<file path="src/ppu_pkg.sv">
package ppu_pkg;

    // External memory words and addresses
    typedef logic [7:0]  oam_addr_t;
    typedef logic [31:0] oam_word_t;
    typedef logic [31:0] gfx_word_t;

    // Tile id times 16 plus the row
    typedef logic [10:0] gfx_addr_t;

    // Sprite bookkeeping
    typedef logic [6:0]  sprite_index_t;
    typedef logic [9:0]  vcount_t;
    typedef logic [15:0] sprite_y_t;
    typedef logic [6:0]  tile_id_t;
    typedef logic [3:0]  sprite_row_t;

    // Sprites found on one line, 0 to 8
    typedef logic [3:0]  slot_count_t;

    // Lines covered by one sprite
    localparam int SPRITE_HEIGHT = 16;

    // One decoded sprite table entry
    typedef struct packed {
        sprite_y_t y;
        tile_id_t  tile_id;
        logic      palette;
        logic      vflip;
        logic      hflip;
    } sprite_attr_t;

    // One graphics row handed to the shift registers
    typedef struct packed {
        logic      palette;
        gfx_word_t pixels;
    } sprite_slot_t;

endpackage

</file>
<file path="src/sprite_fetcher.sv">
`timescale 1ns/100ps

module sprite_fetcher #(
    parameter int SLOTS_PER_LINE = 8
) (
    input  logic                                        clk,
    input  logic                                        reset,
    input  logic                                        eval_done,
    input  ppu_pkg::vcount_t                            vcount,
    input  ppu_pkg::sprite_index_t [SLOTS_PER_LINE-1:0] found_index,
    input  ppu_pkg::slot_count_t                        found_count,
    output ppu_pkg::sprite_index_t                      fetch_index,
    input  ppu_pkg::sprite_attr_t                       fetch_attr,
    output ppu_pkg::gfx_addr_t                          gfx_addr,
    input  ppu_pkg::gfx_word_t                          gfx_rdata,
    output ppu_pkg::sprite_slot_t [SLOTS_PER_LINE-1:0]  sprite_slots,
    output ppu_pkg::slot_count_t                        sprite_count,
    output logic                                        shift_load_sprite
);
    import ppu_pkg::*;

    typedef enum logic [1:0] {
        FETCH_IDLE,
        FETCH_RUN,
        FETCH_DELIVER
    } fetch_state_t;

    // What the returning word needs to know about its slot
    typedef struct packed {
        slot_count_t slot;
        logic        used;
        logic        hflip;
        logic        palette;
    } slot_flags_t;

    localparam slot_count_t END_SLOT = slot_count_t'(SLOTS_PER_LINE);

    fetch_state_t state;
    slot_count_t  slot_ptr;
    logic         issue;
    logic         slot_used;
    logic         addr_valid;
    logic         data_valid;
    slot_flags_t  addr_flags;
    slot_flags_t  data_flags;
    sprite_row_t  row_raw;
    sprite_row_t  row;
    gfx_addr_t    row_addr;
    gfx_word_t    reversed;
    sprite_slot_t captured;
    sprite_slot_t [SLOTS_PER_LINE-1:0] staging;

    // Slot 0 already sits on fetch_index while idle
    assign issue = ((state == FETCH_IDLE) && eval_done) ||
                   ((state == FETCH_RUN) && (slot_ptr != END_SLOT));

    assign fetch_index = found_index[slot_ptr];
    assign slot_used   = slot_ptr < found_count;

    // Row inside the sprite, mirrored for vertical flip
    assign row_raw  = sprite_row_t'(vcount - fetch_attr.y);
    assign row      = fetch_attr.vflip ? sprite_row_t'(SPRITE_HEIGHT - 1) - row_raw : row_raw;
    // Same as tile id times 16 plus row
    assign row_addr = {fetch_attr.tile_id, row};

    always_comb begin
        for (int i = 0; i < $bits(gfx_word_t); i++) begin
            reversed[i] = gfx_rdata[$bits(gfx_word_t) - 1 - i];
        end
    end

    // Empty slots come out transparent
    always_comb begin
        captured = '0;
        if (data_flags.used) begin
            captured.palette = data_flags.palette;
            captured.pixels  = data_flags.hflip ? reversed : gfx_rdata;
        end
    end

    always_ff @(posedge clk) begin
        if (reset) begin
            state             <= FETCH_IDLE;
            slot_ptr          <= '0;
            gfx_addr          <= '0;
            addr_valid        <= 1'b0;
            data_valid        <= 1'b0;
            shift_load_sprite <= 1'b0;
            sprite_count      <= '0;
            sprite_slots      <= '0;
        end else begin
            shift_load_sprite <= 1'b0;
            addr_valid        <= issue;
            data_valid        <= addr_valid;
            // No read goes out for an empty slot
            gfx_addr          <= (issue && slot_used) ? row_addr : '0;
            if (issue) begin
                slot_ptr <= slot_ptr + 1'b1;
            end

            case (state)
                FETCH_IDLE: begin
                    if (eval_done) begin
                        state <= FETCH_RUN;
                    end
                end
                FETCH_RUN: begin
                    if (slot_ptr == END_SLOT) begin
                        state <= FETCH_DELIVER;
                    end
                end
                default: begin
                    // Last slot's word is on the bus right now
                    sprite_slots                     <= staging;
                    sprite_slots[SLOTS_PER_LINE - 1] <= captured;
                    sprite_count                     <= found_count;
                    shift_load_sprite                <= 1'b1;
                    slot_ptr                         <= '0;
                    state                            <= FETCH_IDLE;
                end
            endcase
        end
    end

    // Flags follow the address, then line up with the read data
    always_ff @(posedge clk) begin
        if (issue) begin
            addr_flags <= '{
                slot:    slot_ptr,
                used:    slot_used,
                hflip:   fetch_attr.hflip,
                palette: fetch_attr.palette
            };
        end
        data_flags <= addr_flags;
        if (data_valid) begin
            staging[data_flags.slot] <= captured;
        end
    end

endmodule

</file>
<file path="config.mk">
export PLATFORM = sky130hd
export DESIGN_NAME = sprite_fetcher
export DESIGN_NICKNAME = d
export VERILOG_FILES = /design/src/ppu_pkg.sv /design/src/sprite_fetcher.sv
export SDC_FILE = /design/constraint.sdc
export NUM_CORES = 1
export LEC_CHECK = 0
export BUFFER_PORTS_ARGS = -buffer_cell sky130_fd_sc_hd__buf_2
export CAP_MARGIN = 20
export CORE_ASPECT_RATIO = 0.7
export CORE_UTILIZATION = 48
export DETAILED_ROUTE_END_ITERATION = 8
export PLACE_DENSITY_LB_ADDON = 0.12
export REMOVE_ABC_BUFFERS = 1
export SLEW_MARGIN = 20
export SYNTH_ARGS = -nofsm -noshare
export SYNTH_HDL_FRONTEND = slang
export SYNTH_SLANG_ARGS = --single-unit
</file>
<file path="constraint.sdc">
create_clock -name clk -period 3.9 [get_ports clk]
set_clock_uncertainty 0.15 [all_clocks]
set_input_delay 0.78 -clock clk [delete_from_list [all_inputs] [get_ports clk]]
set_output_delay 0.78 -clock clk [all_outputs]
set_load 0.005 [all_outputs]
</file>
After elaboration in Yosys (flattened, before gate mapping)
Index checks and enable logic that the tools add are counted.
- output and inout port bits: 287
- flip-flop bits (word level): 566
- logic and storage cells: 83
- bits of input ports: 131
- multiplexer cells: 12
- equal/unequal tests: 5
- reduce and logical (&&, ||, !) cells: 10
- order comparisons: 4
- bitwise logic cells: 2
- add/sub/neg operators: 3
- operators with widths (kind ; count):
    $bwmux W264 ; 1
    $demux W33 S3 ; 1
    $mux W33 ; 2
    $mux W32 ; 1
    $bmux W7 S3 ; 1
    $lt A4 B4 Y1 const B ; 2
    $mux W7 ; 1
    $reduce_or A2 Y1 ; 3
    $add A4 B1 Y4 const B ; 1
    $eq A4 B4 Y1 const B ; 1
    $ge A4 B1 Y1 const B ; 1
    $logic_and A1 B1 Y1 ; 4
    $lt A4 B4 Y1 ; 1
    $mux W2 ; 2
    $mux W4 ; 1
    $ne A4 B4 Y1 const B ; 1
    $pmux W2 S2 ; 1
    $sub A4 B4 Y4 ; 1
    $sub A4 B4 Y4 const A ; 1
    $eq A2 B1 Y1 const B ; 1
    $logic_not A2 Y1 ; 1
    $ne A2 B1 Y1 const B ; 1
    $ne A2 B2 Y1 const B ; 1
    $not A1 Y1 ; 2
    3 further kinds ; 3

Longest topological paths before layout
- depth in word-level cells: 6
- gate-level depth with buffers: 10
- depth with buffers taken out: 7

Worst setup path before layout
OpenSTA, ideal clock, no wires.
- kind: register to register
- start point: register data_flags[4] (netlist name)
- end point: register staging[0] in the netlist's numbering, enable pin
- stages on the path, launching flop included: 3
- data arrival time: 3.630 ns
- data required time: 3.244 ns
- clock period less this slack: 4.287 ns
- setup time: 0.506 ns
- path slack: -0.387 ns
- cells stage by stage: dfxtp_1 > nand2b_1 > nor4_1
- RTL lines (item ; RTL line ; text):
    end signal: indexed assignment ; sprite_fetcher.sv:137 ; staging[data_flags.slot] <= captured;
    end: declaration ; sprite_fetcher.sv:51 ; sprite_slot_t [SLOTS_PER_LINE-1:0] staging;

Final worst setup path
- start point: register slot_ptr[0]
- end point: output port fetch_index[1]
- cells in the longest elaborated chain, start to end: 2
- ends and longest elaborated chain (item ; RTL line ; text):
    start: declaration ; sprite_fetcher.sv:39 ; slot_count_t slot_ptr;
    start signal: assignment ; sprite_fetcher.sv:98 ; slot_ptr <= slot_ptr + 1'b1;
    $bmux W7 S3 ; sprite_fetcher.sv:57 ; assign fetch_index = found_index[slot_ptr];
    $mux W7 (implied by the code) ; sprite_fetcher.sv:57 ;
    end: declaration ; sprite_fetcher.sv:12 ; output ppu_pkg::sprite_index_t fetch_index,
No other way between the ends. The select of a mux whose other input is x is not followed.

==> reports/results.ini <==
[sta]
rsz0062_at_grt = no
slew_headroom_pct = 43.1
worst_slack_ps = 514
finalSetupTns_ps = 0
hold_viol = 0
fin_crit_sh_pct = 86.8
post-route-min-period_ps = 3390
setup_viol = 0
max_freq_ghz = 0.295
final-max-slew-violation-count = 0
worst_pin_slew_ps = 854

[power]
ir_drop_uv = 427
clkPwrFrac_pct = 43.5
p_leak_nw = 8.95
switching_share_pct = 20.6
p_comb_share_pct = 4.0
p_int_w = 0.00907
pwr-share-seq_pct = 52.5
netSwitchingPower_w = 0.00235
p_per_area_nw_per_um2 = 499

[floorplan]
dieArea_um2 = 39600
row_count = 59
ios = 418
start_util_pct = 49.4
die_width_um = 238
fp.dieH_um = 167
core_um2 = 37700

[layout]
antenna_cells = 0
areaGrowthSynthToFinish_pct = 22.7
drive_gt1_share_pct = 30.6
final.fill_count = 3012
fin_nets = 1853

[logic_synthesis]
synth_fa_ha_area_share_pct = 0.645
seq_area_frac_synth_pct = 70.0
synth_largest_area_cell = edfxtp_1
syn_inst = 1316
synthXorXnorAreaFrac_pct = 0.423
synthMostInstantiatedCell = mux2i_1
async_flop_share_pct = 0
yosys-top-cells-count = 301 x mux2i_1, 295 x dfxtp_1, 271 x nor2_1
synth_top_family_by_area = multiplexers
synth_compound_area_share_pct = 0.255
synthMuxAreaShare_pct = 18.4
synth_top_area_share_pct = 38.4
synth_area_um2 = 18600
yosysWarnings = 0
synthTopCellsByArea = edfxtp_1 38%, dfxtp_1 32%, mux2i_1 16%
synth_edf_count = 238
synth-main-ff-cell = dfxtp_1
ys_types = 36
ys_ff_latch = 533
avgSynthCellArea_um2 = 14.2
synthSimpleGateAreaFrac_pct = 7.90

[flow_run]
maxCapViolations = 0

[critical_path]
critPathKind = reg2out
crit_required_ps = 2970
path_delay_family = multiplexers
worst-path-max-fanout = 11
slowest_delay_ps = 640
crit_arrival_ps = 2460
cp-start-kind = flop
cp_num_buf_inv = 2
slowest_stage = dfxtp_1
crit_path_cell_trace = buf_4 > mux4_1 > mux2_2 > buf_2
cp-end-kind = output port

[clocking]
cts_tree = done
postCtsResizedCells = 0
htree_levels = 2
numCtsBuffers = 48
clk_latency_ps = 560
path_clk_slew_ps = 60
cts-hold-fix-buffers = 0
cts_sinks = 533
root_buffer = clkbuf_16
cts_setup_buffers = 0
clockBufferDepth = 3

[routing]
wl_um = 43300
vias = 11200
first_iter_violations = 694
viasPerCell = 4.91
antenna_left = 0
first_pass_iters = 5
wl_per_cell_um = 19.0
drc = 0

[place]
post-place-ws_ps = 1040
dp_hpwl_um = 27500
portBuffers = 399
gp_congestion = 0.784

[global_route]
grt_pass1_wl_um = 66200
grt_start_max_net_pins = 132
first_global_vias = 11000
overflow = 0
antenna_found_initial = 2
grt_use_total_pct = 21.9

[outcome]
run_status = completed

[hold_path]
hp-class = reg2reg

==> kinds of logic (layout without fill, tap and decap cells) <==
| kind of cell | count (synthesis) | after routing |
|---|---|---|
| flip-flops | 533 | 533 |
| AND/OR/NAND/NOR | 346 | 346 |
| adder cells (fa/ha/maj) | 9 | 9 |
| buffers and inverters | 90 | 527 |
| XOR/XNOR | 9 | 9 |
| multiplexers | 322 | 322 |
| AO/OA/AOI/OAI | 7 | 7 |
==> worst register-to-register path, stage by stage (launching register included) <==
cell and delay, ps:
dfxtp_1 640, buf_4 310, inv_1 70, ha_1 190, and4b_4 210, nor2_1 380, buf_4 240, mux2i_1 210
nor3_1 60
==> power by group through the flow <==
stage | Combinational [W] | Clock [W] | Sequential (W)
floorplan | 0.000225 | 0 | 0.00611
global route | 0.000510 | 0.00532 | 0.00600
global placement | 0.000458 | 0 | 0.00612
detailed placement | 0.000466 | 0 | 0.00612
CTS | 0.000468 | 0.00509 | 0.00599
finish | 0.000458 | 0.00497 | 0.00599
==> per-layer routing <==
| metal | global-route usage [%] | up-vias | part of all wire (%) |
|---|---|---|---|
| li1 | - | 5397 | - |
| met1 | 29.2 | 5479 | 44 |
| met2 | 35.4 | 239 | 48 |
| met3 | 6.66 | 37 | 6.9 |
| met4 | 4.12 | 2 | 1.1 |
| met5 | 0 | - | 0.039 |
==> registers in the layout (all words and copies together) (netlist names) <==
register           cells
sprite_count           4
data_valid             1
state                  2
shift_load_sprite      1
slot_ptr               4
data_flags             7
addr_flags             7
sprite_slots         264
addr_valid             1
gfx_addr              11
staging              231
==> cells in the final DEF (no fill, tap or decap), drive strengths merged, types with 14 or more instances in the layout <==
cell type	count
dfxtp	295
buf	422
edfxtp	238
clkinv	19
mux2i	301
nor2b	35
mux4	14
inv	15
nor2	278
clkbuf	59
==> cell type report <==
cell class	instances	area, µm²	area share, %
tap	518	648	2.83
clock buffer	58	1280	5.60
multi-input combinational	693	5190	22.7
timing repair buffer	423	2240	9.77
inverter	14	65.1	0.284
sequential	533	13100	57.1
clock inverter	32	395	1.73
==> final timing paths <==
check                                         startpoint                  endpoint  slack [ps]  depth (start not counted)
worst min register to register   addr_flags[0]$_DFFE_PP_     data_flags[0]$_DFF_P_         190                          0
worst min-delay path             addr_flags[0]$_DFFE_PP_     data_flags[0]$_DFF_P_         190                          0
worst max register to register  slot_ptr[0]$_SDFFE_PP0P_  slot_ptr[1]$_SDFFE_PP0P_        1300                          8
worst max-delay path            slot_ptr[0]$_SDFFE_PP0P_            fetch_index[1]         510                          4
==> through the flow <==
stage	instances	utilization, %	power, W	hold WS (ps)	instance area, µm²
finish	2271	60.6	0.0114	187	22900
global route	2271	60.6	0.0118	194	22900
CTS	2271	60.6	0.0116	191	22900
detailed placement	2181	56.2	0.00658	177	21200
global placement	2181	56.2	0.00657	175	21200
floorplan	1240	-	0.00633	173	18300
Note: power is estimated with default switching activity, not from simulation.
