## config.mk

```make
export PLATFORM = sky130hd
export DESIGN_NAME = sprite_evaluator
export DESIGN_NICKNAME = d
export VERILOG_FILES = /design/src/ppu_pkg.sv /design/src/sprite_evaluator.sv
export SDC_FILE = /design/constraint.sdc
export NUM_CORES = 1
export LEC_CHECK = 0
export BUFFER_PORTS_ARGS = -buffer_cell sky130_fd_sc_hd__clkbuf_2
export CAP_MARGIN = 0
export CORE_AREA = 5 5 81 83
export CTS_CLUSTER_DIAMETER = 60
export DETAILED_ROUTE_END_ITERATION = 16
export DIE_AREA = 0 0 86 88
export GPL_ROUTABILITY_DRIVEN = 0
export GPL_TIMING_DRIVEN = 0
export PLACE_DENSITY = 0.82
export SYNTH_ARGS = -nofsm -noshare
export SYNTH_HDL_FRONTEND = slang
export SYNTH_SLANG_ARGS = --single-unit
```

## constraint.sdc

```tcl
create_clock -name clk -period 5.6 [get_ports clk]
set_input_delay 0.56 -clock clk [delete_from_list [all_inputs] [get_ports clk]]
set_output_delay 0.56 -clock clk [all_outputs]
set_load 0.1 [all_outputs]
```

## src/ppu_pkg.sv

```systemverilog
package ppu_pkg;

    // External memory words and addresses
    typedef logic [7:0]  oam_addr_t;
    typedef logic [31:0] oam_word_t;
    typedef logic [31:0] gfx_word_t;

    // Tile id times 16 plus the row
    typedef logic [10:0] gfx_addr_t;

    // Sprite bookkeeping
    typedef logic [6:0]  sprite_index_t;
    typedef logic [9:0]  vcount_t;
    typedef logic [15:0] sprite_y_t;
    typedef logic [6:0]  tile_id_t;
    typedef logic [3:0]  sprite_row_t;

    // Sprites found on one line, 0 to 8
    typedef logic [3:0]  slot_count_t;

    // Lines covered by one sprite
    localparam int SPRITE_HEIGHT = 16;

    // One decoded sprite table entry
    typedef struct packed {
        sprite_y_t y;
        tile_id_t  tile_id;
        logic      palette;
        logic      vflip;
        logic      hflip;
    } sprite_attr_t;

    // One graphics row handed to the shift registers
    typedef struct packed {
        logic      palette;
        gfx_word_t pixels;
    } sprite_slot_t;

endpackage

```

## src/sprite_evaluator.sv

```systemverilog
`timescale 1ns/100ps

module sprite_evaluator #(
    parameter int NUM_SPRITES    = 128,
    parameter int SLOTS_PER_LINE = 8
) (
    input  logic                                        clk,
    input  logic                                        reset,
    input  logic                                        hsync,
    input  ppu_pkg::vcount_t                            vcount,
    output ppu_pkg::sprite_index_t                      eval_index,
    input  ppu_pkg::sprite_attr_t                       eval_attr,
    output ppu_pkg::sprite_index_t [SLOTS_PER_LINE-1:0] found_index,
    output ppu_pkg::slot_count_t                        found_count,
    output logic                                        eval_done
);
    import ppu_pkg::*;

    typedef enum logic [1:0] {
        EVAL_IDLE,
        EVAL_SCAN,
        EVAL_DONE
    } eval_state_t;

    localparam sprite_index_t LAST_INDEX = sprite_index_t'(NUM_SPRITES - 1);
    localparam slot_count_t   MAX_FOUND  = slot_count_t'(SLOTS_PER_LINE);

    eval_state_t   state;
    sprite_index_t scan_idx;
    logic [16:0]   y_end;
    logic          on_line;
    logic          record;

    assign eval_index = scan_idx;

    // One bit wider so a Y near the top does not wrap
    assign y_end   = {1'b0, eval_attr.y} + 17'(SPRITE_HEIGHT);
    assign on_line = (vcount >= eval_attr.y) && (vcount < y_end);

    // Later matches drop once all slots are taken
    assign record = (state == EVAL_SCAN) && hsync && on_line && (found_count < MAX_FOUND);

    always_ff @(posedge clk) begin
        if (reset) begin
            state       <= EVAL_IDLE;
            scan_idx    <= '0;
            found_count <= '0;
            eval_done   <= 1'b0;
        end else begin
            eval_done <= 1'b0;
            case (state)
                EVAL_IDLE: begin
                    if (hsync) begin
                        state       <= EVAL_SCAN;
                        scan_idx    <= '0;
                        found_count <= '0;
                    end
                end
                EVAL_SCAN: begin
                    if (!hsync) begin
                        state <= EVAL_IDLE;
                    end else begin
                        if (record) begin
                            found_count <= found_count + 1'b1;
                        end
                        if (scan_idx == LAST_INDEX) begin
                            state     <= EVAL_DONE;
                            eval_done <= 1'b1;
                        end else begin
                            scan_idx <= scan_idx + 1'b1;
                        end
                    end
                end
                default: begin
                    if (!hsync) begin
                        state <= EVAL_IDLE;
                    end
                end
            endcase
        end
    end

    // Lowest index lands in slot 0
    always_ff @(posedge clk) begin
        if (record) begin
            found_index[found_count] <= scan_idx;
        end
    end

endmodule

```

==> Yosys cells after proc, flatten, opt, wreduce, memory -nomap -nowiden <==
Cells that the tools add are included.
W data, S select, Z words.
{ "word_totals": {"reg_bits": 70, "input_bits": 39, "out_inout_bits": 68, "word_cells": 58} }
{ "classes": {"n_addsub": 3, "n_lt_le_gt_ge": 5, "eq_ne": 8, "mux": 17, "bitwise": 2, "reduce_logical": 11} }
{ "op_table": {"columns": ["op", "count"], "rows": [
  ["$bwmux W56", 1],
  ["$mux W7", 4],
  ["$demux W7 S3", 1],
  ["$add A16 B5 Y17 const B", 1],
  ["$lt A10 B17 Y1", 1],
  ["$ge A10 B16 Y1", 1],
  ["$pmux W7 S2", 1],
  ["$mux W4", 3],
  ["$lt A4 B4 Y1 const B", 2],
  ["$mux W2", 4],
  ["$ne A2 B2 Y1 const B", 4],
  ["$pmux W4 S2", 1],
  ["$reduce_and A4 Y1", 2],
  ["$add A7 B1 Y7 const B", 1],
  ["$eq A7 B7 Y1 const B", 1],
  ["$logic_and A1 B1 Y1", 5],
  ["$add A4 B1 Y4 const B", 1],
  ["$ge A4 B1 Y1 const B", 1],
  ["$pmux W2 S2", 1],
  ["$ne A3 B1 Y1 const B", 1],
  ["$ne A3 B2 Y1 const B", 1],
  ["$reduce_and A3 Y1", 1],
  ["$reduce_or A3 Y1", 1],
  ["$eq A2 B1 Y1 const B", 1],
  ["4 further kinds", 5]
]} }

==> Logic depth before layout (Yosys ltp) <==
Gate-level depths: netlist of run 1.
{ "depth": {"ltp_word": 8, "depth_mapped": 10, "depth_no_buf": 10} }

==> Least setup slack after synthesis of run 1 <==
Ideal clock, no wire load.
{ "synth_path": {"path_type": "input port to flip-flop", "from": "input port eval_attr[14] in the netlist's numbering", "to": "register found_index[10] in the netlist's numbering (enable)", "setup_ns": 0.390, "arrival_ns": 2.936, "t_required_ns": 5.210, "slack_ns": 2.274, "stages": 9, "n_path_buf": 0, "cell_sequence": "ha_1 > nand3_1 > xnor2_1 > ha_1 > and3_4 > a221o_1 > o21ai_1 > nand3_1 > nor4_1"} }
{ "synth_via": {"elab_chain_len": 5} }
{ "synth_lines": {"columns": ["element", "line", "rtl"], "rows": [
  ["start: declaration", "sprite_evaluator.sv:12", "input ppu_pkg::sprite_attr_t eval_attr,"],
  ["$add A16 B5 Y17", "sprite_evaluator.sv:37", "assign y_end = {1'b0, eval_attr.y} + 17'(SPRITE_HEIGHT);"],
  ["$lt A10 B17 Y1", "sprite_evaluator.sv:38", "assign on_line = (vcount >= eval_attr.y) && (vcount < y_end);"],
  ["$logic_and A1 B1 Y1 *", "sprite_evaluator.sv:38", null],
  ["$logic_and A1 B1 Y1 * (2 in a row)", "sprite_evaluator.sv:41", "assign record = (state == EVAL_SCAN) && hsync && on_line && (found_count < MAX_FOUND);"],
  ["end signal: indexed assignment", "sprite_evaluator.sv:86", "found_index[found_count] <= scan_idx;"],
  ["end: declaration", "sprite_evaluator.sv:13", "output ppu_pkg::sprite_index_t [SLOTS_PER_LINE-1:0] found_index,"]
]} }
Mark *: on every way between the ends. The rest lies on a longest branch, timed or not.
A chain may end at the register's enable or synchronous reset.

==> Worst setup path in the final report of run 1 <==
{ "layout_path": {"from": "input port eval_attr[14] in the netlist's numbering", "to": "register found_index[25] in the netlist's numbering (enable)"} }
The elaborated chain is that of the path after synthesis.

==> flow_summary.json, run 1 <==
{
  "outcome": "complete, no violations",
  "drt_iter0_drc": 140,
  "pin_count_of_the_biggest_net_entering_global_routing": 14,
  "globalRoute.totalOverflow": 0,
  "cts_hold_repair.buffers": 0,
  "fp.coreArea_um2": 5780,
  "syn-mean-instance-area_um2": 13.6,
  "worst_margin_pin_slew_ps": 1280,
  "worst-path-max-fanout": 7,
  "wire_per_inst_um": 15.4,
  "cts.root.buffer_cell": "sky130_fd_sc_hd__clkbuf_8",
  "timing.final.setup_violations": 0,
  "die_w_um": 86,
  "numClockSinks": 70,
  "synthArstFlopShare": 0,
  "numPortBuffers": 96,
  "synthTopCellsByArea": "sky130_fd_sc_hd__edfxtp_1, sky130_fd_sc_hd__dfxtp_1, sky130_fd_sc_hd__ha_1",
  "final_hold_viol_count": 0,
  "die_height_um": 88,
  "synthToLayoutAreaGrowth_pct": 25.6,
  "synth_top_area_frac": 0.568,
  "synthTopCellsByCount": "sky130_fd_sc_hd__edfxtp_1, sky130_fd_sc_hd__ha_1, sky130_fd_sc_hd__inv_1",
  "timing.final.ws_setup_ps": 1850,
  "post_route_cells_drive_above_1_share": 0.362,
  "route.detailed.drc": 0,
  "timing.reg2reg.setup_slack_ps": 2930,
  "yosys_register_bits": 70,
  "finalCriticalPeriod_ps": 3750,
  "grt_usage": 0.173,
  "worst-setup-path-type": "input pin to register",
  "rsz0062_at_grt": "no",
  "synth_warnings": 0,
  "cts_max_level": 3,
  "hold_path.startpoint": "reset",
  "dr.pass1.iters": 4,
  "grt_pass1_vias": 2035,
  "io_pins": 107,
  "placedCellCount": 388,
  "synth_sequential_area_ratio": 0.662,
  "synthMostInstantiatedCell": "sky130_fd_sc_hd__edfxtp_1",
  "timing.critical_path.from_type": "input pin",
  "dp_hpwl_um": 4720,
  "worst-endpoint-required_ps": 5540,
  "drt-total-wl_um": 6240,
  "top_achievable_clock_speed_mhz": 267,
  "timing.rr.start": "state[0]",
  "hold_path_depth": 2,
  "vdd.ir_drop.worst_uv": 124,
  "count_of_flip_flops_with_a_built_in_enable_after_synthesis": 56,
  "antenna_cells": 0,
  "maxSlewViolCount": 0,
  "routed-via-count": 2077,
  "netlist_area_um2": 2960,
  "cell_type_with_the_highest_aggregate_area_in_the_netlist": "sky130_fd_sc_hd__edfxtp_1",
  "filler_cell_count": 431,
  "clkSlewWorstSetupHoldPaths_ps": 70,
  "clock_tree.buffer_depth": 2,
  "clock_insertion_delay_worst_skew_ps": 330,
  "synth_cells": 217,
  "synth.net_count": 276,
  "antenna_violating_nets_post_route": 0,
  "tritoncts.num_buffers": 9,
  "ff2ff_path_depth": 5,
  "worstHoldEndpoint": "eval_index[1]",
  "area_of_placed_instances_um2": 3540,
  "synth_top_flop_cell": "sky130_fd_sc_hd__edfxtp_1",
  "cellLeakagePower_uw": 0.00157,
  "cellPowerDensity_nw_per_um2": 259,
  "post-route-period-util": 0.669,
  "setup_total_negative_slack_ps": 0,
  "synth_cell_type_count": 45,
  "cp_data_arrival_time_ps": 3680,
  "floorplan.initialDensity": 0.512,
  "worst_r2r_endpoint": "found_index[25]",
  "kind_of_capture_point_of_the_worst_setup_path": "register",
  "via_per_inst": 5.14,
  "grt_pass1_wl_um": 9870,
  "tritoncts": "built",
  "rows": 28,
  "hold_path.class": "input pin to register",
  "dpl_worst_slack_ps": 1490,
  "timing.slew.headroom": 0.136,
  "design_area_um2": 3720,
  "power.total_uw": 964,
  "die-area_um2": 7570,
  "cts_setup_buffers": 0,
  "fin_worst_skew_ps": 6.52,
  "antenna_found_initial": 0,
  "nNetsFinal": 383,
  "drv_cap": 0,
  "post_layout_nonfiller_instances": 404,
  "ctsResizeCount": 0
}
[how the worst max path moves through the flow]
| stage | startpoint | end | slack [ps] | cells after the start |
|---|---|---|---|---|
| 5_1_grt | eval_attr[14] | found_index[27] | 1650 | 10 |
| 6_report | eval_attr[14] | found_index[25] | 1850 | 10 |
| 3_5_place_dp | eval_attr[14] | found_index[7] | 1490 | 10 |
| 2_1_floorplan | eval_attr[14] | found_index[10] | 2270 | 9 |
| 3_3_place_gp | eval_attr[14] | found_index[22] | 1520 | 10 |
| 4_1_cts | eval_attr[14] | found_index[11] | 1850 | 10 |
[per-stage QoR]
stage	hold WS [ps]	util
finish	492	0.644
global route	474	0.644
CTS	466	0.642
detailed placement	518	0.612
global placement	511	0.612
floorplan	499	-
[cell families (layout without fill, tap and decap cells)]
logic type,Yosys count,count (layout),synth area share
mux,1,1,0.00338
fa+ha+maj,20,20,0.0845
compound gates,31,31,0.0777
xor+xnor,8,8,0.0237
simple gates,67,67,0.123
buf+inv,20,132,0.0258
flops,70,70,0.662
[layer usage]
metal,up-vias,GRT usage,wire (um)
met3,2,0.0499,575
met1,953,0.214,2700
met2,93,0.288,2940
met5,-,0,0
li1,1029,-,-
met4,0,0.0647,25
[worst max-delay path, cell delays in order]
cell,delay [ps]
sky130_fd_sc_hd__clkbuf_2,140
sky130_fd_sc_hd__ha_1,270
sky130_fd_sc_hd__nand3_1,120
sky130_fd_sc_hd__xnor2_1,140
sky130_fd_sc_hd__ha_1,300
sky130_fd_sc_hd__and3_4,190
sky130_fd_sc_hd__a221o_1,360
sky130_fd_sc_hd__o21ai_1,310
sky130_fd_sc_hd__nand3_1,260
sky130_fd_sc_hd__nor4_1,1030
[state kept, by name, indices dropped and copies added (netlist names)]
name / cells
found_index: 56
eval_index: 7
found_count: 4
state: 2
eval_done: 1
[layout by cell type (no fill, tap or decap), types with 2 or more instances in the layout]
master                       netlist  layout
sky130_fd_sc_hd__and3_1            4       4
sky130_fd_sc_hd__xor2_1            3       3
sky130_fd_sc_hd__nor3_1            7       7
sky130_fd_sc_hd__clkinvlp_4        0       4
sky130_fd_sc_hd__nand2_1           6       6
sky130_fd_sc_hd__a31oi_1           2       2
sky130_fd_sc_hd__xnor2_1           5       5
sky130_fd_sc_hd__clkbuf_2          0      96
sky130_fd_sc_hd__a221o_1           2       2
sky130_fd_sc_hd__nand4_1           4       4
sky130_fd_sc_hd__and2_1            2       2
sky130_fd_sc_hd__nor4_1            4       2
sky130_fd_sc_hd__nor4_2            0       2
sky130_fd_sc_hd__nand2b_1          4       4
sky130_fd_sc_hd__dfxtp_1          14      14
sky130_fd_sc_hd__and4_1            3       3
sky130_fd_sc_hd__o21ai_1           2       2
sky130_fd_sc_hd__nand3_1           6       6
sky130_fd_sc_hd__nor2b_1           3       3
sky130_fd_sc_hd__a21oi_1           6       6
sky130_fd_sc_hd__inv_1            19      19
sky130_fd_sc_hd__clkbuf_8          0       9
sky130_fd_sc_hd__nor2_1           17      17
sky130_fd_sc_hd__ha_1             20      20
sky130_fd_sc_hd__o21ai_0           5       5
sky130_fd_sc_hd__edfxtp_1         56      56
sky130_fd_sc_hd__clkinv_2          0       2
[area by class of cell]
type                       count  area (um2)  share of cell area
buffer                         1        5.00             0.00134
clock buffer                   9         124              0.0333
clock inverter                 7        48.8              0.0131
inverter                      19        71.3              0.0192
multi-input combinational    127         936               0.252
sequential                    70        1960               0.527
tap                           75        93.8              0.0252
timing repair buffer          96         480               0.129
[report_power, final]
part	switching (uW)	internal, uW	leakage [uW]	total, uW
sequential	1.35	555	0.000625	556
clock	184	160	0.0000776	344
combinational	35.9	28.6	0.000864	64.5
total	221	743	0.00157	964
Power figures use the tool's default switching activity.
==> run 2, diff against run 1 <==
--- a/config.mk
+++ b/config.mk
@@ -7,13 +7,13 @@
 export LEC_CHECK = 0
 export BUFFER_PORTS_ARGS = -buffer_cell sky130_fd_sc_hd__clkbuf_2
 export CAP_MARGIN = 0
-export CORE_AREA = 5 5 81 83
+export CORE_AREA = 5 5 89 91
 export CTS_CLUSTER_DIAMETER = 60
 export DETAILED_ROUTE_END_ITERATION = 16
-export DIE_AREA = 0 0 86 88
+export DIE_AREA = 0 0 94 96
 export GPL_ROUTABILITY_DRIVEN = 0
 export GPL_TIMING_DRIVEN = 0
-export PLACE_DENSITY = 0.82
+export PLACE_DENSITY = 0.72
 export SYNTH_ARGS = -nofsm -noshare
 export SYNTH_HDL_FRONTEND = slang
 export SYNTH_SLANG_ARGS = --single-unit
==> constraint.sdc (replaced) <==
create_clock -name clk -period 3.1 [get_ports clk]
set_input_delay 0.31 -clock clk [delete_from_list [all_inputs] [get_ports clk]]
set_output_delay 0.31 -clock clk [all_outputs]
set_load 0.1 [all_outputs]
==> run 2 against run 1 <==
Via count is 1.8% higher; register-to-register slack worse by 1900 ps; total power is 110% higher; non-clock buffer count is 4 higher; clock power grew to 2.5 times the previous value; clock-buffer cell count stayed put; die area is 19% higher; hold slack worse by 260 ps; global-route usage is 3.2 points lower; largest power group unchanged; highest routed layer unchanged.
==> flow_summary.json, run 2 (same netlist as run 1, synthesis figures left out) <==
{
  "met2_track_demand_over_resource": 0.242,
  "wire_per_inst_um": 14.4,
  "mostFrequentLayoutCells": "sky130_fd_sc_hd__clkbuf_2, sky130_fd_sc_hd__edfxtp_1, sky130_fd_sc_hd__ha_1",
  "die_w_um": 94,
  "kind_of_capture_point_of_the_worst_setup_path": "register",
  "global_route.usage.met1": 0.159,
  "cellPowerDensity_nw_per_um2": 505,
  "drt-total-wl_um": 6220,
  "filler_cell_count": 595,
  "cp_data_arrival_time_ps": 2840,
  "timing.rr.start": "state[0]",
  "hold_path.class": "input pin to register",
  "antenna_cells": 0,
  "cts.root.buffer_cell": "sky130_fd_sc_hd__clkbuf_8",
  "ff2ff_path_depth": 6,
  "drv_cap": 0,
  "dr.pass1.iters": 4,
  "power.total_uw": 1990,
  "timing.critical_path.from_type": "input pin",
  "comb_power_share": 0.060,
  "worst_margin_pin_slew_ps": 567,
  "area.sequential_um2": 1960,
  "flop_pwr_share": 0.506,
  "post_route_cells_drive_above_1_share": 0.393,
  "via_per_inst": 4.90,
  "nNetsFinal": 387,
  "worst-endpoint-required_ps": 3150,
  "grt_pass1_wl_um": 9570,
  "outcome": "complete, no violations",
  "maxSlewViolCount": 0,
  "grt_usage": 0.140,
  "antenna_found_initial": 0,
  "post-route-period-util": 0.900,
  "timing.reg2reg.setup_slack_ps": 1010,
  "largest_register_ff_count": 56,
  "hold_path_depth": 2,
  "route.detailed.drc": 0,
  "worst-path-max-fanout": 6,
  "rows": 31,
  "dp_hpwl_um": 4800,
  "rsz0062_at_grt": "no",
  "fp.coreArea_um2": 7060,
  "routed-via-count": 2115,
  "timing.slew.headroom": 0.618,
  "top_register": "found_index",
  "clock_tree.buffer_depth": 2,
  "antenna_violating_nets_post_route": 0,
  "floorplan.initialDensity": 0.420,
  "worst-setup-path-type": "input pin to register",
  "cts_max_level": 3,
  "vdd.ir_drop.worst_uv": 250,
  "tritoncts.num_buffers": 9,
  "final_common_cell": "sky130_fd_sc_hd__clkbuf_2",
  "numClockSinks": 70,
  "final_hold_viol_count": 0,
  "fin_worst_skew_ps": 7.18,
  "drt_iter0_drc": 162,
  "grt_pass1_vias": 2030,
  "numPortBuffers": 96,
  "io_pins": 107,
  "swShare": 0.198,
  "finalCriticalPeriod_ps": 2790,
  "die_height_um": 96,
  "cellLeakagePower_uw": 0.00163,
  "power.internal_uw": 1590,
  "synthToLayoutAreaGrowth_pct": 32.8,
  "die-area_um2": 9020,
  "share_clk_of_total_power": 0.435,
  "tritoncts": "built",
  "worstHoldEndpoint": "found_count[3]",
  "globalRoute.totalOverflow": 0,
  "pin_count_of_the_biggest_net_entering_global_routing": 14,
  "worst_r2r_endpoint": "found_index[11]",
  "top_achievable_clock_speed_mhz": 358,
  "switching_power_uw": 394,
  "clock_insertion_delay_worst_skew_ps": 330,
  "grt_busiest_layer": "met2",
  "setup_total_negative_slack_ps": 0,
  "multi_input_comb_area_um2": 1020,
  "hold_path.startpoint": "reset",
  "globalRouteMet3Util": 0.0524,
  "clkSlewWorstSetupHoldPaths_ps": 70,
  "timing.final.setup_violations": 0
}
-- run 2: changes by cell type in the layout (fill, tap and decap cells not counted), moves of 3 or more --
cell,previous run,this run
sky130_fd_sc_hd__nor3_1,7,4
sky130_fd_sc_hd__clkinvlp_4,4,0
sky130_fd_sc_hd__bufinv_16,0,3
sky130_fd_sc_hd__nor4_4,0,3
sky130_fd_sc_hd__nor3_4,0,3
-- run 2: worst max path at each step --
stage	startpoint	endpoint	slack, ps	cells after the start
after floorplan	eval_attr[14]	found_index[10]	20	9
after global placement	eval_attr[14]	found_index[37]	-720	10
after detailed placement	eval_attr[14]	found_index[26]	-770	10
after CTS	eval_attr[14]	found_index[10]	20	11
after global routing	eval_attr[14]	found_index[10]	140	11
final	eval_attr[14]	found_index[11]	310	11
-- run 2: cell type report --
type | instances | area share
Tap cell | 99 | 0.0315
Buffer | 1 | 0.00127
Timing Repair Buffer | 100 | 0.128
Clock buffer | 9 | 0.0315
Inverter | 19 | 0.0181
Multi-Input combinational cell | 127 | 0.260
Clock inverter | 7 | 0.0309
Sequential cell | 70 | 0.499
-- run 2: repair_timing --
action	CTS	global route
buffers inserted	0	2
pin swaps	0	2
hold buffers	0	0
gates cloned	0	0
endpoints found under the setup margin	36	43
gates resized for setup	7	10
-- run 2: per-stage QoR --
stage | setup WS [ps] | area, um2 | utilization | instances | hold slack (ps)
finish | 309 | 3930 | 0.557 | 432 | 231
global route | 140 | 3930 | 0.557 | 432 | 216
CTS | 18.7 | 3860 | 0.547 | 430 | 214
detailed placement | -772 | 3580 | 0.507 | 414 | 516
global placement | -718 | 3570 | 0.505 | 412 | 505
floorplan | 23.9 | 2960 | - | 217 | 379
-- run 2: layer usage --
| metal | share of wire | vias up |
|---|---|---|
| li1 | - | 1041 |
| met1 | 0.42 | 975 |
| met2 | 0.48 | 92 |
| met3 | 0.092 | 7 |
| met4 | 0.012 | 0 |
| met5 | 0 | - |
-- run 2: power groups by stage --
stage | Combinational (uW) | Clock (uW) | Sequential, uW
floorplan | 69.7 | 0 | 1030
global placement | 114 | 0 | 1030
detailed placement | 116 | 0 | 1030
CTS | 117 | 883 | 1000
global route | 135 | 923 | 1000
finish | 118 | 863 | 1000
-- run 2: critical path, stage by stage --
cell and delay, ps:
sky130_fd_sc_hd__clkbuf_2 140, sky130_fd_sc_hd__ha_1 240, sky130_fd_sc_hd__nand3_1 120, sky130_fd_sc_hd__xnor2_1 140, sky130_fd_sc_hd__ha_1 300, sky130_fd_sc_hd__and3_4 190
sky130_fd_sc_hd__a221o_1 360, sky130_fd_sc_hd__o21ai_2 230, sky130_fd_sc_hd__nand3_2 240, sky130_fd_sc_hd__nor4_4 340, sky130_fd_sc_hd__buf_2 220
