**config.mk**
```make
export PLATFORM = sky130hd
export DESIGN_NAME = oam_loader
export DESIGN_NICKNAME = d
export VERILOG_FILES = /design/src/ppu_pkg.sv /design/src/oam_loader.sv
export SDC_FILE = /design/constraint.sdc
export NUM_CORES = 1
export LEC_CHECK = 0
export ABC_AREA = 1
export BUFFER_PORTS_ARGS = -buffer_cell sky130_fd_sc_hd__buf_4
export CORE_MARGIN = 2
export CORE_UTILIZATION = 33
export CTS_BUF_LIST = sky130_fd_sc_hd__clkbuf_2 sky130_fd_sc_hd__clkbuf_4 sky130_fd_sc_hd__clkbuf_8
export CTS_CLUSTER_DIAMETER = 200
export DETAILED_ROUTE_END_ITERATION = 10
export PLACE_DENSITY = 0.68
export SLEW_MARGIN = 20
export SYNTH_ARGS = -nofsm -noshare
export SYNTH_HDL_FRONTEND = slang
export SYNTH_SLANG_ARGS = --single-unit
```
**constraint.sdc**
```tcl
create_clock -name clk -period 1.7 [get_ports clk]
set_input_delay 0.17 -clock clk [delete_from_list [all_inputs] [get_ports clk]]
set_output_delay 0.17 -clock clk [all_outputs]
set_load 0.1 [all_outputs]
```
**src/ppu_pkg.sv**
```systemverilog
package ppu_pkg;

    // External memory words and addresses
    typedef logic [7:0]  oam_addr_t;
    typedef logic [31:0] oam_word_t;
    typedef logic [31:0] gfx_word_t;

    // Tile id times 16 plus the row
    typedef logic [10:0] gfx_addr_t;

    // Sprite bookkeeping
    typedef logic [6:0]  sprite_index_t;
    typedef logic [9:0]  vcount_t;
    typedef logic [15:0] sprite_y_t;
    typedef logic [6:0]  tile_id_t;
    typedef logic [3:0]  sprite_row_t;

    // Sprites found on one line, 0 to 8
    typedef logic [3:0]  slot_count_t;

    // Lines covered by one sprite
    localparam int SPRITE_HEIGHT = 16;

    // One decoded sprite table entry
    typedef struct packed {
        sprite_y_t y;
        tile_id_t  tile_id;
        logic      palette;
        logic      vflip;
        logic      hflip;
    } sprite_attr_t;

    // One graphics row handed to the shift registers
    typedef struct packed {
        logic      palette;
        gfx_word_t pixels;
    } sprite_slot_t;

endpackage

```
**src/oam_loader.sv**
```systemverilog
`timescale 1ns/100ps

module oam_loader #(
    parameter int NUM_SPRITES = 128
) (
    input  logic                   clk,
    input  logic                   reset,
    input  logic                   vblank,
    input  ppu_pkg::oam_word_t     oam_rdata,
    output ppu_pkg::oam_addr_t     oam_addr,
    output logic                   table_wr,
    output ppu_pkg::sprite_index_t table_wr_index,
    output ppu_pkg::sprite_attr_t  table_wr_attr
);
    import ppu_pkg::*;

    typedef enum logic [1:0] {
        LOAD_IDLE,
        LOAD_ACTIVE,
        LOAD_DONE
    } load_phase_t;

    // Last word position in presentation order
    localparam oam_addr_t LAST_WORD = oam_addr_t'(2 * NUM_SPRITES - 1);

    load_phase_t phase;
    oam_addr_t   word_ptr;
    oam_addr_t   next_ptr;
    logic        addr_active;
    logic        coord_valid;
    sprite_y_t   y_hold;

    assign next_ptr = word_ptr + 1'b1;

    // Held Y joined with the attribute word now on the read bus
    assign table_wr_attr = '{
        y:       y_hold,
        tile_id: oam_rdata[6:0],
        palette: oam_rdata[7],
        vflip:   oam_rdata[31],
        hflip:   oam_rdata[30]
    };

    always_ff @(posedge clk) begin
        if (reset) begin
            phase       <= LOAD_IDLE;
            word_ptr    <= '0;
            oam_addr    <= '0;
            addr_active <= 1'b0;
            coord_valid <= 1'b0;
            table_wr    <= 1'b0;
        end else begin
            // Read data trails the address by one cycle
            coord_valid <= addr_active & oam_addr[0];
            table_wr    <= addr_active & ~oam_addr[0];

            if (!vblank) begin
                phase       <= LOAD_IDLE;
                oam_addr    <= '0;
                addr_active <= 1'b0;
            end else begin
                case (phase)
                    LOAD_IDLE: begin
                        // Sprite 0 coordinate word goes out first
                        phase       <= LOAD_ACTIVE;
                        word_ptr    <= '0;
                        oam_addr    <= oam_addr_t'(1);
                        addr_active <= 1'b1;
                    end
                    LOAD_ACTIVE: begin
                        if (word_ptr == LAST_WORD) begin
                            phase       <= LOAD_DONE;
                            oam_addr    <= '0;
                            addr_active <= 1'b0;
                        end else begin
                            word_ptr <= next_ptr;
                            // Odd word of each pair ahead of the even one
                            oam_addr <= next_ptr ^ oam_addr_t'(1);
                        end
                    end
                    default: begin
                        // Wait here for vblank to drop
                    end
                endcase
            end
        end
    end

    always_ff @(posedge clk) begin
        table_wr_index <= oam_addr[7:1];
        if (coord_valid) begin
            y_hold <= oam_rdata[31:16];
        end
    end

endmodule

```
=== Yosys cells after proc, flatten, opt, wreduce, memory -nomap -nowiden ===
Cells that the tools add are included.

* $add $sub $neg: 1
* Multiplexer cells: 8
* Bitwise gates (word level): 5
* Equality and inequality tests: 4
* Reductions and logical operators: 5

{| class="wikitable"
|+ Operator list
! cell !! number
|-
| 8-bit case mux with 2 select lines || 2
|-
| 8-bit 2-to-1 mux || 2
|-
| 8-bit by 1-bit adder with 8-bit output (second input constant) || 1
|-
| 8-bit == test (second input constant) || 1
|-
| 2-bit inequality test (second input constant) || 2
|-
| 2-bit case mux with 2 select lines || 1
|-
| 1-bit NOT || 3
|-
| 3-bit AND reduction || 1
|-
| 1-bit bitwise AND || 2
|-
| 2-bit by 1-bit == test with 1-bit output (second input constant) || 1
|-
| 2-bit zero test || 1
|-
| 2-bit 2-to-1 mux || 1
|-
| 1-bit case mux with 2 select lines || 1
|-
| 2-bit AND reduction || 1
|-
| 2-bit nonzero test || 1
|-
| 2-bit OR reduction || 1
|-
| 1-bit 2-to-1 mux || 1
|}

* Output and inout port bits: 42
* Flip-flop bits (word level): 44

=== Longest topological paths before layout ===
Gate-level depths: netlist (run 1).

* Word-level depth: 4
* Depth in mapped cells: 9
* Mapped depth without buffers: 9

=== Worst setup path after synthesis (run 1) ===
No wires, ideal clock.

* Kind: register -> register
* Start: register word_ptr[0]
* End: register word_ptr[3]
* Period minus slack after synthesis: 1.316 ns
* Arrival time: 1.204 ns
* Stages on the path, launching flop included: 10
* Buffers on the path: 1
* Setup slack: 0.384 ns
* Cells stage by stage: dfxtp_1 > ha_1 > nand2_2 > nor2_4 > nand3_2 > nand3_4 > buf_12 > nand2_1 > nand2_1 > nor2_2

* Cells in the longest elaborated chain, start to end: 3
* Elaborated cells on any way between the ends: 6
* Classes of those cells: add/sub (1); eq/ne (2); mux (2); reduce/logical (1)

{| class="wikitable"
|+ Ends and longest elaborated chain
! what !! RTL line !! RTL
|-
| from (decl) || oam_loader.sv:27 || <nowiki>oam_addr_t word_ptr;</nowiki>
|-
| from (signal assigned) || oam_loader.sv:76 || <nowiki>word_ptr <= next_ptr;</nowiki>
|-
| 8-bit by 1-bit adder with 8-bit output / 8-bit == test (equally long branches) || oam_loader.sv:33, oam_loader.sv:71 ||
|-
| 8-bit 2-to-1 mux / 2-bit inequality test (equally long branches) || n/a ||
|-
| 8-bit case mux with 2 select lines / 3-bit AND reduction (equally long branches) || n/a ||
|}

Parallel ways exist; a longest one is shown, timed or not. The select of a mux whose other input is x is not followed.
A chain may end at the register's enable or synchronous reset.

=== Final worst setup path (run 1) ===
* Start: register word_ptr[0]
* End: register word_ptr[0]

Same word-level chain as after synthesis.

==> metrics, run 1 <==
count of buffers inserted at the top-level ports=52; remaining routing DRC violations=0; Clk network pwr share=32.4%; setup ws final=227 ps; min Tclk post-route=1470 ps; type of destination of the critical path=register; ratio of total power to cell area=901 nW/µm²; total routing usage reported by global routing=11.6%; antenna violations before repair=0; synthesis-to-finish area growth=27.6%; via density per instance=4.25; First-pass DRT Iterations=4; transition time at the pin with the least slew margin=606 ps; Post-Layout Inst Area=2160 µm²; die footprint=5720 µm²; commonest cells after routing, fill and taps aside=buf_4 (53), nand2_1 (40), dfxtp_1 (27); total wire length=3.14 mm; CTS Hold Bufs=0; Clock Sink Count=43; Detail Route Antenna Nets=0; chip height=75.7 µm; Max-Cap Viols=0; Critical Path RT=1890 ps; critical path class=reg2reg; Post-Route Skew=7.21 ps; count of cell types in the netlist=25; power spent charging and discharging nets=0.491 mW; Highest Clock Rate=0.679 GHz; post-synthesis sequential area ratio=60.3%; hold violation count in the final report=0; switching fraction of total power=25.2%; maximum number of pins on one net before global-route repair=17; count of final setup violators=0; Critical Path Max Stage Delay=390 ps; number of global-route vias before repair=1126; setup slack after placement=263 ps; Max Transition Viols Final=0; total vias in the final route=1254; outcome=finished, final reports clean; die outline width=75.7 µm; Clk Tree Root Cell=clkbuf_8; crit-path cells=ha_1, nand2_2, nor2_4, nand3_2, nand3_4, nand2_1, inv_1, nor2_2; Sequential Power Share=56.8%; number of cell rows=26; total clock buffers created by CTS=5; ratio of cells with drive above 1 in the final layout=34.7%; DP Area=2070 µm²; antenna fix cells=0; Total Nets Final=260; dpl hpwl=2.36 mm; Comb power frac=10.9%; Routed WL per cell=10.7 µm; share of the clock period used by the worst path=86.6%; Critical Path Start Type=register; most common cell after layout, fill and taps aside=buf_4; count of H-tree levels built during CTS=2; first-pass GRT wire length=4.90 mm; clock transition time at the flip-flop clock pins of the worst setup and hold paths=80 ps; Synth async-reset ratio=0%; maximum ir drop on the vdd rail=0.333 mV; worst min-delay path category=in2reg; CTS tree=built; design internal power=1.46 mW; count of filler cells inserted in the layout=476; routability-driven placement congestion ratio=0.779; I/O pin count=77; total nets after synthesis=212; aggregate negative setup slack=0 ps; RSZ-0062 raised after global routing=false; arrival time of data at the critical path endpoint=1660 ps; quantity of gates resized following cts=0; number of post-CTS setup repair buffers=0; Max clock buf depth=2; reg-to-reg setup timing slack=230 ps; warning count from the yosys run=0; initial core utilization=33.6%; leakage power=0.943 nW; GRT Residual Overflow=0; clock latency reported for the late side of the worst-skew pair=290 ps; area of the core=5040 µm²; Syn Std Cell Area=1690 µm²; maximum fanout count along the critical path=14; DRC marker count from the first detailed-route iteration=40; average cell area after synthesis=9.63 µm²; master of the slowest instance on the critical path=dfxtp_1; cell count after synthesis=176; number of flops mapped to enable cells by yosys=16; tightest slew margin relative to the limit=59.5%; most used flip-flop cell after synthesis=dfxtp_1; Yosys reg bits=43
## Yosys cell counts (2+ instances only)
| cell type | number | share of area (%) |
|---|---|---|
| nand4_1 | 2 | 0.74 |
| a21oi_1 | 10 | 3.0 |
| o21ai_2 | 2 | 1.0 |
| nand3_1 | 4 | 1.2 |
| edfxtp_1 | 16 | 28 |
| dfxtp_1 | 27 | 32 |
| buf_4 | 10 | 4.4 |
| nor2_2 | 9 | 3.3 |
| nand2_1 | 40 | 8.9 |
| inv_1 | 22 | 4.9 |
| nor2_1 | 19 | 4.2 |
| nor2_4 | 2 | 1.3 |
## worst max-delay path, delay by kind of cell (launching register included)
kind                       cells  cell delay, ps
adders and majority gates      1             230
DFF                            1             390
buffers and inverters          1              70
and+or+nand+nor                6             670
## final cells by class
type                       count  area, µm²  share of cell area (%)
sequential                    43       1020                    47.2
clock buffer                   6       76.3                    3.53
timing repair buffer          53        398                    18.4
inverter                      24       90.1                    4.17
multi-input combinational     97        477                    22.0
tap                           70       87.6                    4.05
clock inverter                 2       12.5                   0.579
## registers in the layout, indices dropped and copies added (netlist names)
| name | flops |
|---|---|
| coord_valid | 1 |
| oam_addr | 8 |
| phase | 2 |
| table_wr | 1 |
| table_wr_index | 7 |
| word_ptr | 8 |
| y_hold | 16 |
## routing by layer
metal / vias up / routed length (µm) / global-route usage, %
met4: 0 / 76 / 7.02
met3: 8 / 418 / 4.76
li1: 639 / - / -
met5: - / 0 / 0
met1: 543 / 1230 / 12.3
met2: 64 / 1420 / 19.2
## power by group through the flow
| stage | Clock (mW) | Sequential (mW) | Combinational [mW] |
|---|---|---|---|
| finish | 0.630 | 1.11 | 0.212 |
| floorplan | 0 | 1.19 | 0.183 |
| CTS | 0.656 | 1.10 | 0.213 |
| detailed placement | 0 | 1.13 | 0.212 |
| global route | 0.696 | 1.11 | 0.229 |
| global placement | 0 | 1.13 | 0.209 |
## final timing paths
| kind | startpoint | endpoint | depth (start not counted) |
|---|---|---|---|
| setup / recovery | word_ptr[0]$_SDFFE_PP0P_ | word_ptr[0]$_SDFFE_PP0P_ | 8 |
| hold reg to reg | oam_addr[6]$_SDFFE_PP0P_ | table_wr_index[5]$_DFF_P_ | 0 |
| hold / removal | oam_rdata[17] | y_hold[1]$_DFFE_PP_ | 1 |
| setup reg to reg | word_ptr[0]$_SDFFE_PP0P_ | word_ptr[0]$_SDFFE_PP0P_ | 8 |
## cells by family after synthesis
logic type | share of synthesized area (%)
AO/OA/AOI/OAI | 5.47
adder cells (fa/ha/maj) | 0.738
buffers and inverters | 11.6
flip-flops | 60.3
AND/OR/NAND/NOR | 21.9
## metrics by stage
| stage | power (mW) | util (%) | hold WS, ps | instances |
|---|---|---|---|---|
| floorplan | 1.37 | - | 242 | 176 |
| global placement | 1.34 | 41.1 | 341 | 287 |
| detailed placement | 1.34 | 41.1 | 341 | 287 |
| CTS | 1.97 | 42.9 | 47.2 | 295 |
| global route | 2.03 | 42.9 | 39.0 | 295 |
| finish | 1.95 | 42.9 | 55.9 | 295 |
(Power assumes the default switching activity.)
==> run 2: changes to the inputs <==
--- a/config.mk
+++ b/config.mk
@@ -8,11 +8,12 @@
 export ABC_AREA = 1
 export BUFFER_PORTS_ARGS = -buffer_cell sky130_fd_sc_hd__buf_4
 export CORE_MARGIN = 2
-export CORE_UTILIZATION = 33
+export CORE_UTILIZATION = 40
 export CTS_BUF_LIST = sky130_fd_sc_hd__clkbuf_2 sky130_fd_sc_hd__clkbuf_4 sky130_fd_sc_hd__clkbuf_8
 export CTS_CLUSTER_DIAMETER = 200
 export DETAILED_ROUTE_END_ITERATION = 10
-export PLACE_DENSITY = 0.68
+export MAX_ROUTING_LAYER = met4
+export PLACE_DENSITY = 0.78
 export SLEW_MARGIN = 20
 export SYNTH_ARGS = -nofsm -noshare
 export SYNTH_HDL_FRONTEND = slang
==> constraint.sdc (replaced) <==
create_clock -name clk -period 1.7 [get_ports clk]
set_input_delay 0.17 -clock clk [delete_from_list [all_inputs] [get_ports clk]]
set_output_delay 0.17 -clock clk [all_outputs]
set_load 0.05 [all_outputs]
==> run 2 against run 1 <==
Effect of this change: sequential share of layout area is 0.39 points higher; worst setup slack better by 65 ps; first-iteration DRC count grew to 2.5 times the previous value; fmax is 4.6% higher; non-clock buffer count is 1 higher; via count is 0.24% higher; die area is 17% lower; design area is 0.81% lower; largest power group unchanged; highest routed layer unchanged.
==> metrics, run 2 (synthesis results as in run 1) <==
outcome=finished, final reports clean; antenna fix cells=0; aggregate negative setup slack=0 ps; total routing usage reported by global routing=13.9%; crit-path cells=ha_1, nand2_2, nor2_4, nand3_2, nand3_4, nand2_1, nand2_1, nor2_2; utilization of the core after routing=53.2%; initial core utilization=42.0%; maximum ir drop on the vdd rail=0.381 mV; PnR Total Power=1.90 mW; routability-driven placement congestion ratio=0.887; Clk network pwr share=32.9%; hold violation count in the final report=0; total vias in the final route=1257; master of the slowest instance on the critical path=dfxtp_1; quantity of gates resized following cts=0; tightest slew margin relative to the limit=58.5%; worst min-delay path category=in2reg; First-pass DRT Iterations=6; Post-Route Skew=3.84 ps; count of buffers inserted at the top-level ports=52; Highest Clock Rate=0.710 GHz; number of flip-flops under the largest register name=16; number of placed instances, taps included=268; reg-to-reg setup timing slack=290 ps; maximum number of pins on one net before global-route repair=17; chip height=69.1 µm; die outline width=69.1 µm; dpl hpwl=2.42 mm; Max-Cap Viols=0; DRC marker count from the first detailed-route iteration=100; largest registers in the final layout=y_hold (16), oam_addr (8), word_ptr (8); antenna violations before repair=0; ratio of cells with drive above 1 in the final layout=35.0%; switching fraction of total power=23.4%; GRT Residual Overflow=0; total wire length=3.20 mm; critical path class=reg2reg; I/O pin count=77; Max clock buf depth=2; synthesis-to-finish area growth=26.6%; number of cell rows=23; Sequential Power Share=58.1%; clock latency reported for the late side of the worst-skew pair=290 ps; area of the core=4030 µm²; total clock buffers created by CTS=5; min Tclk post-route=1410 ps; Detail Route Antenna Nets=0; power spent charging and discharging nets=0.445 mW; arrival time of data at the critical path endpoint=1600 ps; Critical Path Start Type=register; count of H-tree levels built during CTS=2; number of post-CTS setup repair buffers=0; maximum fanout count along the critical path=14; Routed WL per cell=11.6 µm; leakage power=0.948 nW; CTS Hold Bufs=0; Clock Sink Count=43; number of global-route vias before repair=1166; register with the most flip-flops=y_hold; ratio of total power to cell area=887 nW/µm²; die footprint=4770 µm²; Critical Path RT=1890 ps; Post-Layout Inst Area=2140 µm²; commonest cells after routing, fill and taps aside=buf_4 (54), nand2_1 (40), dfxtp_1 (27); transition time at the pin with the least slew margin=622 ps; first-pass GRT wire length=5.11 mm; Comb power frac=9.0%; setup slack after placement=292 ps; DP Area=2060 µm²; Total Nets Final=261; RSZ-0062 raised after global routing=false; share of the clock period used by the worst path=82.8%; setup ws final=292 ps; type of destination of the critical path=register; remaining routing DRC violations=0; most common cell after layout, fill and taps aside=buf_4; Critical Path Max Stage Delay=380 ps; Max Transition Viols Final=0; via density per instance=4.55; Worst Hold Slack=51.5 ps; CTS tree=built; library cell appearing most often on the critical path=nand2_1; Clk Tree Root Cell=clkbuf_8; count of final setup violators=0; clock transition time at the flip-flop clock pins of the worst setup and hold paths=80 ps; final cell count without fillers=276; design internal power=1.46 mW
-- run 2: cell count changes in the layout (fill, tap and decap cells not counted) --
cell / before / now
buf_4: 53 / 54
-- run 2: power groups by stage --
stage / clock network, mW / logic (mW) / registers [mW]
after floorplan: 0 / 0.135 / 1.16
after global placement: 0 / 0.170 / 1.13
after detailed placement: 0 / 0.173 / 1.13
after CTS: 0.644 / 0.174 / 1.10
after global routing: 0.677 / 0.188 / 1.11
final: 0.626 / 0.172 / 1.10
-- run 2: routing by layer --
| metal | wire length (µm) | global-route usage [%] | vias to the layer above | share of wire (%) |
|---|---|---|---|---|
| li1 | - | - | 642 | - |
| met1 | 1400 | 15.2 | 552 | 44 |
| met2 | 1470 | 22.6 | 56 | 46 |
| met3 | 276 | 4.97 | 7 | 8.6 |
| met4 | 57 | 6.75 | 0 | 1.8 |
| met5 | 0 | - | - | 0 |
-- run 2: critical path, delay by kind of cell (launching register included) --
| family | cells | cell delay (ps) |
|---|---|---|
| adder cells (fa/ha/maj) | 1 | 220 |
| flip-flops | 1 | 380 |
| AND/OR/NAND/NOR | 7 | 700 |
-- run 2: final cells by class --
cell class,count,area [µm²]
fill,371,1880
sequential,43,1020
multi-input combinational,97,477
timing repair buffer,54,405
inverter,24,90.1
clock buffer,6,76.3
tap,50,62.6
clock inverter,2,12.5
-- run 2: final timing paths --
path	start	end	cells after the start
setup / recovery	word_ptr[0]$_SDFFE_PP0P_	word_ptr[6]$_SDFFE_PP0P_	8
hold / removal	oam_rdata[27]	y_hold[11]$_DFFE_PP_	1
setup reg to reg	word_ptr[0]$_SDFFE_PP0P_	word_ptr[6]$_SDFFE_PP0P_	8
hold reg to reg	oam_addr[2]$_SDFFE_PP0P_	table_wr_index[1]$_DFF_P_	0
==> run 3: changes to the inputs <==
==> constraint.sdc (replaced) <==
create_clock -name clk -period 1.4 [get_ports clk]
set_input_delay 0.14 -clock clk [delete_from_list [all_inputs] [get_ports clk]]
set_output_delay 0.14 -clock clk [all_outputs]
set_load 0.05 [all_outputs]
==> run 3 against run 2 <==
Effect of this change: non-clock buffer count is 9 higher; final cell count is 3.3% higher; largest power group unchanged; largest cell class unchanged; sequential share of layout area is 3.2 points lower; first-iteration DRC count is 15% higher; worst hold slack worse by 26 ps; critical endpoint unchanged.
==> metrics, run 3 (synthesis results as in run 1) <==
setup slack after placement=21.2 ps; Max-Cap Viols=0; commonest cells after routing, fill and taps aside=buf_4 (61), nand2_1 (36), dfxtp_1 (24); tightest slew margin relative to the limit=79.1%; antenna fix cells=0; multi-input gate area in the final layout=514 µm²; chip height=69.1 µm; Clk Tree Root Cell=clkbuf_8; number of cell rows=23; Reg2Reg Depth=9; synthesis-to-finish area growth=36.6%; Sequential Power Share=49.6%; switching fraction of total power=20.3%; largest registers in the final layout=y_hold (16), oam_addr (8), word_ptr (8); setup ws final=29.8 ps; share of the clock period used by the worst path=97.9%; critical path endpoint=word_ptr[6]$_SDFFE_PP0P_; arrival time of data at the critical path endpoint=1560 ps; routability-driven placement congestion ratio=0.919; clock transition time at the flip-flop clock pins of the worst setup and hold paths=70 ps; Comb power frac=9.1%; I/O pin count=77; RSZ-0062 raised after global routing=true; die outline width=69.1 µm; count of buffers inserted at the top-level ports=52; routed wire length on met3=289 µm; die footprint=4770 µm²; Highest Clock Rate=0.730 GHz; reg-to-reg setup timing slack=30 ps; maximum ir drop on the vdd rail=0.449 mV; number of global-route vias before repair=1227; sequential standard cell area=1030 µm²; leakage power=1.03 nW; Clock Sink Count=43; Routed WL per cell=12.4 µm; count of cell instances traversed by the critical path=9; Critical Path Start Type=register; First-pass DRT Iterations=4; Critical Path RT=1590 ps; maximum fanout count along the critical path=8; design internal power=2.15 mW; ratio of cells with drive above 1 in the final layout=42.1%; Critical Path Max Stage Delay=370 ps; CTS tree=built; CP bufs+invs=1; Clk network pwr share=41.3%; ratio of total power to cell area=1170 nW/µm²; critical path class=reg2reg; Post-Route Skew=3.87 ps; type of destination of the critical path=register; Max Transition Viols Final=0; Detail Route Antenna Nets=0; master of the slowest instance on the critical path=dfxtp_4; first-pass GRT wire length=5.61 mm; GRT Residual Overflow=0; DP Area=2080 µm²; Total Nets Final=270; end of the worst register-to-register path=word_ptr[6]$_SDFFE_PP0P_; total clock buffers created by CTS=5; Post-Layout Inst Area=2310 µm²; wire length on met2=1.70 mm; number of flip-flops under the largest register name=16; worst min-delay path category=in2reg; Max clock buf depth=2; Worst Hold Slack=25.7 ps; register with the most flip-flops=y_hold; total vias in the final route=1308; outcome=finished, final reports clean; total wire length=3.53 mm; power spent charging and discharging nets=0.549 mW; hold violation count in the final report=0; count of final setup violators=0; initial core utilization=42.0%; remaining routing DRC violations=0; count of filler cells inserted in the layout=359; clock latency reported for the late side of the worst-skew pair=290 ps; maximum number of pins on one net before global-route repair=17; crit-path cells=ha_4, nand2_4, nor2_4, nand3_4, nand3_4, buf_8, nand2_2, nand2_2, nor2_2; CTS Hold Bufs=0; antenna violations before repair=0; routed metal-1 wire length=1.47 mm; cell family contributing the most delay on the critical path=simple AND/OR/NAND/NOR gates; via density per instance=4.59; uppermost layer routed=met4; dpl hpwl=2.53 mm; PnR Total Power=2.70 mW; most common cell after layout, fill and taps aside=buf_4; CP Launch Point=word_ptr[1]$_SDFFE_PP0P_; utilization of the core after routing=57.5%; total routing usage reported by global routing=15.3%; area of the core=4030 µm²; transition time at the pin with the least slew margin=313 ps; min Tclk post-route=1370 ps; start of the worst register-to-register path=word_ptr[1]$_SDFFE_PP0P_; count of H-tree levels built during CTS=2; DRC marker count from the first detailed-route iteration=115
==> run 3: cell count changes in the layout (fill, tap and decap cells not counted), sizes merged <==
cell	previous run	this run
buf	54	63
clkinvlp	1	0
clkinv	2	1
bufinv	0	2
==> run 3: how the worst min path moves through the flow <==
stage | start | end | slack [ps] | depth (start not counted)
final | oam_rdata[26] | y_hold[10]$_DFFE_PP_ | 30 | 1
after global routing | oam_rdata[26] | y_hold[10]$_DFFE_PP_ | 10 | 1
after global placement | oam_rdata[7] | table_wr_attr[2] | 280 | 0
after floorplan | reset | coord_valid$_SDFF_PP0_ | 210 | 1
after CTS | oam_rdata[26] | y_hold[10]$_DFFE_PP_ | 20 | 1
after detailed placement | oam_rdata[7] | table_wr_attr[2] | 280 | 0
==> run 3: per-layer routing <==
| metal | track usage (%) | vias up |
|---|---|---|
| met5 | - | - |
| met4 | 5.66 | 0 |
| met1 | 17.1 | 587 |
| li1 | - | 658 |
| met2 | 25.2 | 54 |
| met3 | 5.56 | 9 |
==> run 3: what timing repair did <==
item | in CTS | in global routing
setup endpoints to repair | 0 | 10
buffers inserted | 0 | 6
gates resized for setup | 0 | 19
==> run 3: power groups by stage <==
stage | clock network [mW] | logic, mW | registers, mW
global route | 1.20 | 0.268 | 1.34
floorplan | 0 | 0.164 | 1.40
finish | 1.12 | 0.246 | 1.34
detailed placement | 0 | 0.221 | 1.37
CTS | 1.14 | 0.222 | 1.34
global placement | 0 | 0.213 | 1.37
==> run 3: cell type report <==
cell class	count	share of cell area (%)
clock inverters	2	2.59
clock buffers	6	3.30
well taps	50	2.70
multi-input cells	97	22.2
repair buffers	63	20.9
flip-flops and latches	43	44.4
inverters	24	3.89
==> run 3: per-stage QoR <==
stage | setup TNS, ps | cells
3_3_place_gp | 0 | 271
2_1_floorplan | 0 | 176
3_5_place_dp | 0 | 271
4_1_cts | 0 | 279
6_report | 0 | 285
5_1_grt | -116 | 285
